--- config.mk ---
export PLATFORM = sky130hd
export DESIGN_NAME = db_table_top
export DESIGN_NICKNAME = d
export VERILOG_FILES = /design/src/verilog/db_pkg.sv /design/src/verilog/db_ram_sdp.sv /design/src/verilog/db_store_array.sv /design/src/verilog/db_cmd_decoder.sv /design/src/verilog/db_result_formatter.sv /design/src/verilog/db_table_top.sv
export SDC_FILE = /design/constraint.sdc
export NUM_CORES = 1
export LEC_CHECK = 0
export BUFFER_PORTS_ARGS = -buffer_cell sky130_fd_sc_hd__buf_4
export CORE_UTILIZATION = 50
export DETAILED_ROUTE_END_ITERATION = 8
export PLACE_DENSITY = 0.63
export SYNTH_ARGS = -nofsm -noshare
export SYNTH_HDL_FRONTEND = slang
export SYNTH_SLANG_ARGS = --single-unit
--- constraint.sdc ---
create_clock -name clk -period 3.35 [get_ports clk]
set_input_delay 0.67 -clock clk [delete_from_list [all_inputs] [get_ports clk]]
set_output_delay 0.67 -clock clk [all_outputs]
set_load 0.01 [all_outputs]
--- src/verilog/db_pkg.sv ---
// Key-value table shared widths, opcode encoding and request and response structures
`default_nettype none

package db_pkg;

    // --------------------
    // Widths
    // --------------------

    // The key is used directly as the RAM address
    localparam int key_wid = 5;
    localparam int value_wid = 16;

    // One extra bit per entry holds the valid flag
    localparam int entry_wid = value_wid + 1;

    // Number of entries in the table
    localparam int num_keys = 1 << key_wid;

    // --------------------
    // Opcodes
    // --------------------

    typedef enum logic [1:0] {
        op_get   = 2'd0,
        op_set   = 2'd1,
        op_del   = 2'd2,
        op_clear = 2'd3
    } db_op_e;

    // --------------------
    // Structures
    // --------------------

    // Command as presented on the command port
    typedef struct packed {
        db_op_e                 op;
        logic [key_wid-1:0]     key;
        logic [value_wid-1:0]   value;
    } db_cmd_t;

    // Write request toward the store array, valid low means a Delete
    typedef struct packed {
        logic [key_wid-1:0]     key;
        logic                   valid;
        logic [value_wid-1:0]   value;
    } db_wr_t;

    // Read request toward the store array
    typedef struct packed {
        logic [key_wid-1:0]     key;
    } db_rd_t;

    // Word as stored in the RAM
    typedef struct packed {
        logic                   valid;
        logic [value_wid-1:0]   value;
    } db_entry_t;

    // Result of a Get as presented on the result port
    typedef struct packed {
        logic [key_wid-1:0]     key;
        logic                   hit;
        logic [value_wid-1:0]   value;
    } db_result_t;

endpackage : db_pkg

`default_nettype wire

--- src/verilog/db_ram_sdp.sv ---
// Simple dual port RAM with a registered read port and a reset sweep that zeroes every word
`timescale 1ns/1ps
`default_nettype none

module db_ram_sdp import db_pkg::*; (
    input  wire logic                   clk,
    input  wire logic                   reset,
    input  wire logic                   clear,
    input  wire logic                   wr_en,
    input  wire logic [key_wid-1:0]     wr_addr,
    input  wire logic [entry_wid-1:0]   wr_data,
    input  wire logic                   rd_en,
    input  wire logic [key_wid-1:0]     rd_addr,
    output logic [entry_wid-1:0]        rd_data,
    output logic                        rd_ack,
    output logic                        init_done
);

    // --------------------
    // Storage
    // --------------------

    logic [entry_wid-1:0] mem [0:num_keys-1];

    // --------------------
    // Sweep FSM
    // --------------------

    typedef enum logic {
        st_idle,
        st_clear
    } ram_state_e;

    ram_state_e          state;
    logic [key_wid-1:0]  clr_addr;

    always_ff @(posedge clk) begin
        if (reset) begin
            // A sweep always follows reset
            state     <= st_clear;
            clr_addr  <= '0;
            init_done <= 1'b0;
        end else begin
            unique case (state)
                st_idle: begin
                    if (clear) begin
                        state     <= st_clear;
                        clr_addr  <= '0;
                        init_done <= 1'b0;
                    end
                end
                st_clear: begin
                    if (clear) begin
                        // A new clear request restarts the sweep from the bottom
                        clr_addr <= '0;
                    end else if (clr_addr == key_wid'(num_keys - 1)) begin
                        // Last address is written on this edge
                        state     <= st_idle;
                        init_done <= 1'b1;
                    end else begin
                        clr_addr <= clr_addr + 1'b1;
                    end
                end
            endcase
        end
    end

    // --------------------
    // Write port
    // --------------------

    // The sweep owns the write port while it runs
    always_ff @(posedge clk) begin
        if (state == st_clear) begin
            mem[clr_addr] <= '0;
        end else if (wr_en) begin
            mem[wr_addr] <= wr_data;
        end
    end

    // --------------------
    // Read port
    // --------------------

    // One cycle read latency, old data is returned on a same address collision
    always_ff @(posedge clk) begin
        if (rd_en) begin
            rd_data <= mem[rd_addr];
        end
    end

    always_ff @(posedge clk) begin
        if (reset) begin
            rd_ack <= 1'b0;
        end else begin
            rd_ack <= rd_en;
        end
    end

endmodule : db_ram_sdp

`default_nettype wire

--- src/verilog/db_store_array.sv ---
// Store array that maps keys onto RAM addresses and packs the valid bit with each value
`timescale 1ns/1ps
`default_nettype none

module db_store_array import db_pkg::*; (
    input  wire logic       clk,
    input  wire logic       reset,
    input  wire logic       init,
    input  wire logic       wr_req,
    input  wire db_wr_t     wr,
    input  wire logic       rd_req,
    input  wire db_rd_t     rd,
    output logic            init_done,
    output logic            rd_ack,
    output db_entry_t       rd_entry
);

    // --------------------
    // RAM side signals
    // --------------------

    logic                   wr_en;
    logic                   rd_en;
    logic [key_wid-1:0]     wr_addr;
    logic [key_wid-1:0]     rd_addr;
    db_entry_t              wr_word;
    logic [entry_wid-1:0]   rd_word;

    // Requests are held off while a sweep runs, so the sweep wins over a late write
    assign wr_en = wr_req & init_done;
    assign rd_en = rd_req & init_done;

    // Keys address the RAM directly, there is no hashing
    assign wr_addr = wr.key;
    assign rd_addr = rd.key;

    // Entry packing, valid bit on top of the value
    assign wr_word.valid = wr.valid;
    assign wr_word.value = wr.value;
    assign rd_entry      = db_entry_t'(rd_word);

    // --------------------
    // Entry memory
    // --------------------

    db_ram_sdp u_ram (
        .clk       (clk),
        .reset     (reset),
        .clear     (init),
        .wr_en     (wr_en),
        .wr_addr   (wr_addr),
        .wr_data   (wr_word),
        .rd_en     (rd_en),
        .rd_addr   (rd_addr),
        .rd_data   (rd_word),
        .rd_ack    (rd_ack),
        .init_done (init_done)
    );

endmodule : db_store_array

`default_nettype wire

--- src/verilog/db_cmd_decoder.sv ---
// Command decoder that accepts table commands and turns them into write, read and clear requests
`timescale 1ns/1ps
`default_nettype none

module db_cmd_decoder import db_pkg::*; (
    input  wire logic               clk,
    input  wire logic               reset,
    input  wire logic               cmd_valid,
    input  wire db_cmd_t            cmd,
    input  wire logic               init_done,
    output logic                    cmd_ready,
    output logic                    wr_req,
    output db_wr_t                  wr,
    output logic                    rd_req,
    output db_rd_t                  rd,
    output logic                    init,
    output logic                    get_issue,
    output logic [key_wid-1:0]      get_key
);

    // --------------------
    // State
    // --------------------

    typedef enum logic {
        st_sweep,
        st_run
    } dec_state_e;

    dec_state_e state;
    logic       accept;

    // Commands are only taken while no sweep is running
    assign cmd_ready = (state == st_run);
    assign accept    = cmd_valid & cmd_ready;

    // --------------------
    // Control
    // --------------------

    always_ff @(posedge clk) begin
        if (reset) begin
            state     <= st_sweep;
            wr_req    <= 1'b0;
            rd_req    <= 1'b0;
            init      <= 1'b0;
            get_issue <= 1'b0;
        end else begin
            // All request strobes are single cycle pulses
            wr_req    <= accept && (cmd.op == op_set || cmd.op == op_del);
            rd_req    <= accept && (cmd.op == op_get);
            get_issue <= accept && (cmd.op == op_get);
            init      <= accept && (cmd.op == op_clear);

            unique case (state)
                st_sweep: begin
                    // While the init pulse is out, init_done has not dropped yet,
                    // so it must not be taken as the end of the new sweep
                    if (init_done && !init) begin
                        state <= st_run;
                    end
                end
                st_run: begin
                    if (accept && cmd.op == op_clear) begin
                        state <= st_sweep;
                    end
                end
            endcase
        end
    end

    // --------------------
    // Payload
    // --------------------

    always_ff @(posedge clk) begin
        if (accept) begin
            // A Delete is a write that leaves the valid bit low
            wr.key    <= cmd.key;
            wr.valid  <= (cmd.op == op_set);
            wr.value  <= (cmd.op == op_set) ? cmd.value : '0;
            rd.key    <= cmd.key;
            get_key   <= cmd.key;
        end
    end

endmodule : db_cmd_decoder

`default_nettype wire

--- src/verilog/db_result_formatter.sv ---
// Result formatter that pairs read data with the key of each pending Get and registers the result
`timescale 1ns/1ps
`default_nettype none

module db_result_formatter import db_pkg::*; (
    input  wire logic                   clk,
    input  wire logic                   reset,
    input  wire logic                   get_issue,
    input  wire logic [key_wid-1:0]     get_key,
    input  wire logic                   rd_ack,
    input  wire db_entry_t              rd_entry,
    output logic                        result_valid,
    output db_result_t                  result
);

    // --------------------
    // Key alignment stage
    // --------------------

    // The RAM answers one cycle after the Get is issued, so the key waits one stage
    logic [key_wid-1:0] key_q;
    logic               pend_q;

    always_ff @(posedge clk) begin
        if (reset) begin
            pend_q <= 1'b0;
        end else begin
            pend_q <= get_issue;
        end
    end

    always_ff @(posedge clk) begin
        if (get_issue) begin
            key_q <= get_key;
        end
    end

    // --------------------
    // Result register
    // --------------------

    // Only read data that belongs to a pending Get becomes a result
    always_ff @(posedge clk) begin
        if (reset) begin
            result_valid <= 1'b0;
        end else begin
            result_valid <= rd_ack & pend_q;
        end
    end

    always_ff @(posedge clk) begin
        if (rd_ack) begin
            result.key   <= key_q;
            result.hit   <= rd_entry.valid;
            // A miss never shows stale data
            result.value <= rd_entry.valid ? rd_entry.value : '0;
        end
    end

endmodule : db_result_formatter

`default_nettype wire

--- src/verilog/db_table_top.sv ---
// Key-value lookup table top level joining the command decoder, store array and result formatter
`timescale 1ns/1ps
`default_nettype none

module db_table_top import db_pkg::*; (
    input  wire logic       clk,
    input  wire logic       reset,
    input  wire logic       cmd_valid,
    input  wire db_cmd_t    cmd,
    output logic            cmd_ready,
    output logic            result_valid,
    output db_result_t      result
);

    // --------------------
    // Internal nets
    // --------------------

    logic               wr_req;
    db_wr_t             wr;
    logic               rd_req;
    db_rd_t             rd;
    logic               init;
    logic               init_done;
    logic               get_issue;
    logic [key_wid-1:0] get_key;
    logic               rd_ack;
    db_entry_t          rd_entry;

    // Input side
    db_cmd_decoder u_decoder (
        .clk       (clk),
        .reset     (reset),
        .cmd_valid (cmd_valid),
        .cmd       (cmd),
        .init_done (init_done),
        .cmd_ready (cmd_ready),
        .wr_req    (wr_req),
        .wr        (wr),
        .rd_req    (rd_req),
        .rd        (rd),
        .init      (init),
        .get_issue (get_issue),
        .get_key   (get_key)
    );

    // Entry storage
    db_store_array u_store (
        .clk       (clk),
        .reset     (reset),
        .init      (init),
        .wr_req    (wr_req),
        .wr        (wr),
        .rd_req    (rd_req),
        .rd        (rd),
        .init_done (init_done),
        .rd_ack    (rd_ack),
        .rd_entry  (rd_entry)
    );

    // Output side
    db_result_formatter u_formatter (
        .clk          (clk),
        .reset        (reset),
        .get_issue    (get_issue),
        .get_key      (get_key),
        .rd_ack       (rd_ack),
        .rd_entry     (rd_entry),
        .result_valid (result_valid),
        .result       (result)
    );

endmodule : db_table_top

`default_nettype wire

==> results of run 1 <==
==> cell usage in the layout, fill, tap and decap left out, types with 18 or more instances in the layout <==
master     synthesis  layout
nand2_1           66      66
mux2i_1          275     275
buf_4             15     113
and2_1            56      55
a22o_1            34      34
nor2_1            42      33
clkinv_1           0      18
edfxtp_1         610     610
a21oi_1           54      54
clkbuf_16          0      61
a22oi_1           51      51
nand3_1           53      53
==> Yosys cell counts <==
master,n
a211oi_1,1
a21oi_1,54
a22o_1,34
a22oi_1,51
a31oi_1,17
a31oi_2,1
a32oi_2,2
and2_1,56
and3_1,1
and3b_1,1
buf_2,28
buf_4,15
buf_6,11
clkbuf_1,17
clkbuf_4,4
dfxtp_1,14
edfxtp_1,610
ha_1,5
inv_1,5
mux2i_1,275
nand2_1,66
nand2b_1,2
nand3_1,53
nand3b_1,2
nand3b_2,1
nand4_1,1
nor2_1,42
nor2b_1,5
nor3_1,17
nor3b_1,1
o21ai_0,4
o21ai_1,1
or2_2,3
or3_1,1
xnor2_1,1
xor2_1,2
==> layer usage <==
metal  track usage  vias up
met5             0        -
met4        0.0652        2
met3        0.0358       82
met2         0.389      386
met1         0.300     6460
li1              -     5692
==> logic make-up after synthesis <==
kind of cell	share of synthesized area
buf+inv	0.0201
mux	0.113
compound gates	0.0467
simple gates	0.0506
flops	0.766
fa+ha+maj	0.00258
xor+xnor	0.00108
==> power by group <==
part,total [mW],leakage (nW),internal (mW),switching [mW]
logic,0.162,3.15,0.0565,0.106
registers,8.54,6.83,8.52,0.0205
clock network,6.28,0.885,3.54,2.74
total,15.0,10.9,12.1,2.86
==> worst max-delay path by stage <==
stage | endpoint | cells past startpoint | start | slack, ns
final | u_store.u_ram.rd_data[11] | 5 | u_decoder.wr[17] | 0.53
after global routing | u_store.u_ram.rd_data[11] | 5 | u_decoder.wr[17] | 0.42
after CTS | u_store.u_ram.rd_data[11] | 5 | u_decoder.wr[17] | 0.57
after detailed placement | u_store.u_ram.rd_data[11] | 5 | u_decoder.wr[17] | 0.57
after global placement | u_store.u_ram.rd_data[11] | 6 | u_decoder.wr[18] | 0.57
after floorplan | u_store.u_ram.mem[0][0] | 5 | u_decoder.wr[20] | 1.04
==> per-stage QoR <==
step	area, sq um	instances	utilization	hold WS, ns
6_report	27600	2179	0.576	0.232
2_1_floorplan	24300	1404	-	0.395
5_1_grt	27600	2179	0.576	0.219
3_5_place_dp	25700	2070	0.538	0.408
4_1_cts	27600	2179	0.576	0.210
3_3_place_gp	25700	2070	0.538	0.410
==> flip-flops by register name, summed over array words and instances (netlist names) <==
| name | flops |
|---|---|
| u_store.u_ram.init_done | 1 |
| u_store.u_ram.clr_addr | 5 |
| u_store.u_ram.rd_ack | 1 |
| u_store.u_ram.mem | 544 |
| u_decoder.rd_req | 1 |
| u_decoder.cmd_ready | 1 |
| u_formatter.result_valid | 1 |
| u_decoder.wr_req | 1 |
| u_formatter.key_q | 5 |
| u_formatter.result | 22 |
| u_decoder.init | 1 |
| u_store.u_ram.rd_data | 17 |
| u_decoder.wr | 22 |
| u_store.u_ram.state | 1 |
| u_formatter.pend_q | 1 |
==> layout make-up <==
type                            count  area, sq um  area share
Clock buffer                       77         1590      0.0576
Clock inverter                     32          220     0.00799
Inverter                            5         18.8    0.000681
Multi-Input combinational cell    700         5250       0.191
Sequential cell                   624        18600       0.675
Tap cell                          615          769      0.0279
Timing Repair Buffer              126         1110      0.0402
==> critical path: cells and delay by family (launching register included) <==
family,cells,cell delay (ns)
AND/OR/NAND/NOR,2,0.86
AO/OA/AOI/OAI,2,0.73
flip-flops,1,0.58
buffers and inverters,1,0.33
==> metrics.txt, run 1 <==
total CTS buffers=61; post-synthesis register bit count=624; sequential share of the synthesized area=0.766; synthesized area=24300 sq um; CTS resizes=0; ranking of synthesized cells by area=edfxtp_1 75%, mux2i_1 11%, a22oi_1 1.6%; Sink Count=624; GR Overflow Total=0; Pwr Total=15.0 mW; worst hold start=cmd[20]; port bufs=49; CP Max Fanout=29; hold_buf cts=0; min Tclk post-route=2.82 ns; Avg Inst Size Synth=17.3 sq um; routed vias=12600; Crit Path Class=flip-flop to flip-flop; first-pass GRT wire length=81700 um; final hold vios=0; R2R cell count=5; Max VDD drop=0.000504 V; post-synth top area cell=edfxtp_1; R2R Setup Slk=0.53 ns; Die Y=222 um; Data required, critical path=3.67 ns; outcome=finished clean; Yosys Warn Count=0; metal3 WL=3390 um; Initial Util=0.508; Slew Viols, Final=0; placed wire-length estimate=32400 um; top layer in use=met5; IO Count=50; Setup Total Neg Slack=0 ns; Hold Crit Depth=1; GP Congestion=0.837; cells after synthesis=1404; final net count=1549; clock-pin slew on the worst setup and hold paths=0.06 ns; CP max stage delay=0.73 ns; CP endpoint kind=flip-flop; Worst EP arrival=3.14 ns; share of the synthesized area in the top cell type=0.754; vias in the first global route=12600; fmax=354 MHz; critical path's slowest cell=and2_2; worst setup margin=0.529 ns; Layout area overhead=13.4%; CP Cell Sequence=and2_2 -> buf_4 -> a21oi_1 -> a31oi_1 -> nand3_1; final period utilization=0.842; Max-slew headroom=0.218; largest net degree at the start of global routing=52; worst r2r dst=u_store.u_ram.rd_data[11]; Post-Route WL=55600 um; Hold Crit Endpoint=u_decoder.wr[21]; CTS tree=yes; Core ar.=47800 sq um; All-Layer GR Usage=0.227; row cnt=80; TritonRoute pass-1 iters=5; Synth cell types=36; initial antenna violation count=2; routed vias/inst=5.79; max cap viols=0; crit path launch type=flip-flop; DR WL/cell=25.5 um; worst-skew pair later-pin latency=0.62 ns; Final Skew=0.0176 ns; Worst Tran Pin Value=1.17 ns; Clock Tree Buf Depth=3; FF-to-FF Start=u_decoder.wr[17]; die area=49500 sq um; layout cells sized above 1=0.141; final setup violation count=0; die width=222 um; DRC viols=0; unrepaired setup endpoints after global routing=no; DRT antenna net count=0; n_diodes=0; Starting DRT DRC Count=1087; M1 WL=22900 um; Post-CTS Setup Bufs=0; Syn Nets=1435; fillcell total=3618; pwr dens=544 nW/um^2; # H-tree levels=2; met2 WL=28200 um; Leak=10.9 nW; Root Driver=clkbuf_16; pre-CTS WS=0.567 ns; Worst Hold Class=primary input to flip-flop
Note: power is estimated with default switching activity, not from simulation.
==> run 2: changes to the inputs <==
==> constraint.sdc (replaced) <==
create_clock -name clk -period 2.9 [get_ports clk]
set_input_delay 0.58 -clock clk [delete_from_list [all_inputs] [get_ports clk]]
set_output_delay 0.58 -clock clk [all_outputs]
set_load 0.01 [all_outputs]
==> metrics.txt, run 2 (synthesized netlist as in run 1, its figures left out) <==
outcome=finished clean; max cap viols=0; Die Y=222 um; layout cells sized above 1=0.162; CP Max Fanout=25; most frequent cells in the layout=610 x edfxtp_1, 275 x mux2i_1, 130 x buf_4; placed cells=2093; Root Driver=clkbuf_16; die width=222 um; All-Layer GR Usage=0.238; CTS tree=yes; Worst Tran Pin Value=0.770 ns; Initial Util=0.508; initial antenna violation count=2; Worst Hold Class=primary input to flip-flop; Worst EP arrival=2.84 ns; hold_buf cts=0; crit path launch type=flip-flop; total CTS buffers=66; placed wire-length estimate=35000 um; die area=49500 sq um; Post-CTS Setup Bufs=0; Setup Total Neg Slack=0 ns; biggest regs=u_store.u_ram.mem x544, u_decoder.wr x22, u_formatter.result x22; routed vias=12900; row cnt=80; Critical Path Source=u_decoder.wr[18]; end of the critical path=u_store.u_ram.rd_data[5]; largest net degree at the start of global routing=69; area occupied by multi-input gates=5250 sq um; final period utilization=0.867; Finished Layout Cells=2206; Data required, critical path=3.22 ns; TritonRoute pass-1 iters=5; pwr dens=647 nW/um^2; port bufs=49; Slew Viols, Final=0; vias in the first global route=12800; DRT antenna net count=0; fillcell total=3587; final setup violation count=0; GP Congestion=0.841; IO Count=50; Sequential cell area=18600 sq um; first-pass GRT wire length=84600 um; Layout area overhead=15.5%; Core ar.=47800 sq um; Final Skew=0.0220 ns; unrepaired setup endpoints after global routing=no; final net count=1577; # H-tree levels=3; final hold vios=0; fmax=398 MHz; CP endpoint kind=flip-flop; min Tclk post-route=2.51 ns; Starting DRT DRC Count=1466; Max-slew headroom=0.482; max reg flops=544; R2R cell count=7; routed vias/inst=5.85; Post-Route WL=58300 um; DRC viols=0; FF-to-FF Start=u_decoder.wr[18]; Crit Path Class=flip-flop to flip-flop; Clock Tree Buf Depth=3; n_diodes=0; CTS resizes=0; Leak=11.1 nW; worst-skew pair later-pin latency=0.59 ns; Max VDD drop=0.000660 V; Most flops, register=u_store.u_ram.mem; R2R Setup Slk=0.39 ns; Pwr Total=18.2 mW; worst r2r dst=u_store.u_ram.rd_data[5]; leading cell type in the layout, fill and taps excluded=edfxtp_1; Sink Count=624; GR Overflow Total=0; clock-pin slew on the worst setup and hold paths=0.06 ns; DR WL/cell=26.4 um
run 2: worst min path at each step:
stage                               from                        to  slack [ns]  cells after the start
floorplan             u_formatter.pend_q  u_formatter.result_valid        0.40                      2
global placement    u_formatter.key_q[1]    u_formatter.result[18]        0.40                      0
detailed placement  u_formatter.key_q[1]    u_formatter.result[18]        0.41                      0
CTS                              cmd[20]          u_decoder.wr[21]        0.14                      1
global route                     cmd[19]          u_decoder.wr[20]        0.14                      1
finish                           cmd[19]          u_decoder.wr[20]        0.17                      1
run 2: layout make-up:
type,count,area share
Multi-Input combinational cell,700,0.187
Timing Repair Buffer,149,0.0483
Clock buffer,83,0.0649
Clock inverter,30,0.00870
Inverter,5,0.000669
Sequential cell,624,0.663
Tap cell,615,0.0274
run 2: worst max-delay path, cell delays in order (launching register included):
cell,delay [ns]
edfxtp_1,0.37
buf_12,0.19
buf_4,0.43
buf_4,0.40
mux2i_1,0.31
a22oi_1,0.12
nand3_1,0.28
nand3_1,0.12
run 2: power by group:
group	total (mW)	internal, mW	switching, mW
Clock	8.07	4.78	3.29
Combinational	0.215	0.0819	0.133
Sequential	9.87	9.84	0.0241
run 2: layer usage:
metal  global-route usage  share of wire  up-vias
met5                    0        0.00021        -
met4               0.0743          0.025        2
met3               0.0616          0.081       95
met2                0.376           0.48      489
met1                0.326           0.42     6565
li1                     -              -     5750
run 2: metrics by stage:
stage	area (sq um)	hold slack [ns]	setup WS, ns	util
6_report	28100	0.168	0.386	0.586
5_1_grt	28100	0.136	0.284	0.586
4_1_cts	28100	0.137	0.382	0.586
3_5_place_dp	26000	0.408	0.401	0.543
3_3_place_gp	26000	0.403	0.426	0.543
2_1_floorplan	24300	0.395	0.587	-
==> run 3: changes to the inputs <==
--- a/config.mk
+++ b/config.mk
@@ -5,9 +5,11 @@
 export SDC_FILE = /design/constraint.sdc
 export NUM_CORES = 1
 export LEC_CHECK = 0
+export ABC_AREA = 1
 export BUFFER_PORTS_ARGS = -buffer_cell sky130_fd_sc_hd__buf_4
 export CORE_UTILIZATION = 50
 export DETAILED_ROUTE_END_ITERATION = 8
+export GPL_ROUTABILITY_DRIVEN = 1
 export PLACE_DENSITY = 0.63
 export SYNTH_ARGS = -nofsm -noshare
 export SYNTH_HDL_FRONTEND = slang
==> metrics.txt, run 3 <==
outcome=finished clean; post-synthesis register bit count=624; biggest regs=u_store.u_ram.mem x544, u_decoder.wr x22, u_formatter.result x22; post-synthesis mux area share=0; WP buf/inv=1; Clock Tree Buf Depth=3; sequential share of the synthesized area=0.744; Post-Synth Adder-Cell Area=0.00250; DRT antenna net count=0; routed vias=15900; placed wire-length estimate=34500 um; Initial Util=0.508; DR WL/cell=20.6 um; CP endpoint kind=flip-flop; routed vias/inst=5.44; Data required, critical path=3.15 ns; FF-to-FF Start=u_store.u_ram.init_done; max reg flops=544; final period utilization=0.840; # H-tree levels=3; unrepaired setup endpoints after global routing=no; Setup Total Neg Slack=0 ns; post-layout util=0.580; EDFF count, synth=610; Synth cell types=19; Hold Crit Depth=1; Post-Route WL=60200 um; NetSw=3.45 mW; fmax=411 MHz; most frequent cells in the layout=823 x nand2_1, 610 x edfxtp_1, 416 x nand3_1; Pint=14.7 mW; Sequential cell area=18600 sq um; total CTS buffers=66; cells after synthesis=2143; n_diodes=0; Avg Inst Size Synth=11.7 sq um; critical path's slowest cell=nand3_1; port bufs=49; IO Count=50; Root Driver=clkbuf_16; Core ar.=49200 sq um; CP Cell Sequence=nand3_2 -> o21ai_0 -> nand3_1 -> nor2_1 -> buf_4; final hold vios=0; GP Congestion=0.875; Final Skew=0.0234 ns; final setup violation count=0; count leader, synth=nand2_1; first-pass GRT wire length=91200 um; die width=226 um; prevailing post-synth register cell=edfxtp_1; Pwr Total=18.1 mW; simple-gate share of the synthesized area=0.218; sequential share of power=0.545; min Tclk post-route=2.43 ns; clock-pin slew on the worst setup and hold paths=0.06 ns; Leak=11.2 nW; max cap viols=0; Die Y=226 um; Worst Tran Pin Value=1.01 ns; Worst Hold Class=primary input to flip-flop; hold_buf cts=0; Syn Nets=2174; most frequent cells after synthesis=823 x nand2_1, 610 x edfxtp_1, 416 x nand3_1; CP max stage delay=0.50 ns; Starting DRT DRC Count=1643; pwr dens=636 nW/um^2; final net count=2250; largest family of logic cells by synthesized area=simple AND/OR/NAND/NOR gates; post-synth top area cell=edfxtp_1; R2R cell count=5; leading cell type in the layout, fill and taps excluded=nand2_1; All-Layer GR Usage=0.243; worst hold start=cmd[19]; CP Max Fanout=17; fillcell total=3998; ranking of synthesized cells by area=edfxtp_1 73%, nand2_1 12%, nand3_1 8.3%; CP delay by family, top=simple AND/OR/NAND/NOR gates; Layout area overhead=14.0%; Crit Path Class=flip-flop to flip-flop; synthesized area=25000 sq um; TritonRoute pass-1 iters=5; worst r2r dst=u_store.u_ram.mem[9][4]; Comb power frac=0.010; die area=50900 sq um; asr flop ratio synth=0; DRC viols=0; largest net degree at the start of global routing=95; Worst EP arrival=2.69 ns; area occupied by multi-input gates=5640 sq um; Critical Path Source=u_store.u_ram.init_done; CTS tree=yes; worst-skew pair later-pin latency=0.59 ns; vias in the first global route=15200; Most flops, register=u_store.u_ram.mem; Max-slew headroom=0.329; Hold Crit Endpoint=u_decoder.wr[20]; Max VDD drop=0.000445 V; R2R Setup Slk=0.47 ns; Compound-Gate Fraction of Synth Area=0.00280; clock power share=0.445; Sink Count=624; initial antenna violation count=0; CTS resizes=0; share of the synthesized area in the top cell type=0.733; Slew Viols, Final=0; switching power share of the total=0.190; Synth Area in XOR/XNOR=0; layout cells sized above 1=0.107; crit path launch type=flip-flop; Yosys Warn Count=0; row cnt=81; GR Overflow Total=0; Post-CTS Setup Bufs=0
-- run 3: cell count changes after synthesis, moves of 49 or more --
cell	previous run	this run
nand2_1	66	823
nand3_1	53	416
mux2i_1	275	0
a21oi_1	54	5
inv_1	5	67
and2_1	56	0
a22oi_1	51	0
-- run 3: cell families (layout without fill, tap and decap cells) --
kind of cell,Yosys count,after routing
and+or+nand+nor,1308,1308
DFF,624,624
buffers and inverters,192,311
AOI/OAI and AO/OA,14,14
adders and majority gates,5,5
-- run 3: worst register-to-register path, cell delays in order, from the launching register on --
cell and delay, ns:
dfxtp_1 0.41, nand3_2 0.24, o21ai_0 0.37, nand3_1 0.50
nor2_1 0.24, buf_4 0.33
-- run 3: stage by stage --
| stage | instance area (sq um) | worst slack, ns | cells | hold WS [ns] |
|---|---|---|---|---|
| final | 28500 | 0.465 | 2926 | 0.167 |
| after global routing | 28500 | 0.246 | 2926 | 0.145 |
| after CTS | 28500 | 0.491 | 2926 | 0.144 |
| after detailed placement | 26400 | 0.495 | 2815 | 0.405 |
| after global placement | 26400 | 0.514 | 2815 | 0.398 |
| after floorplan | 25000 | 0.609 | 2143 | 0.395 |
-- run 3: area by class of cell --
| type | instances | share of cell area |
|---|---|---|
| sequential | 624 | 0.653 |
| multi-input combinational | 1327 | 0.198 |
| clock buffer | 79 | 0.0634 |
| timing repair buffer | 128 | 0.0381 |
| tap | 664 | 0.0292 |
| inverter | 72 | 0.00984 |
| clock inverter | 32 | 0.00852 |
-- run 3: worst max path at each step --
stage                               endpoint  slack, ns  cells after the start
finish               u_store.u_ram.mem[9][4]       0.47                      5
global route        u_store.u_ram.mem[28][1]       0.25                      5
CTS                 u_store.u_ram.mem[28][1]       0.49                      5
detailed placement  u_store.u_ram.mem[28][0]       0.49                      5
global placement     u_store.u_ram.mem[8][2]       0.51                      5
floorplan           u_store.u_ram.mem[12][0]       0.61                      7
-- run 3: power by group through the flow --
stage	clock network, mW	logic [mW]	registers [mW]
2_1_floorplan	0	0.0938	10.1
6_report	8.07	0.181	9.87
5_1_grt	8.49	0.200	9.87
3_5_place_dp	0	0.182	10.1
3_3_place_gp	0	0.180	10.1
4_1_cts	8.18	0.183	9.87
-- run 3: routing by layer --
metal	track usage	routed length (um)	up-vias
met1	0.355	26800	7762
met4	0.0709	1340	0
met5	0	0	-
li1	-	-	7523
met3	0.0334	4040	89
met2	0.381	28000	555
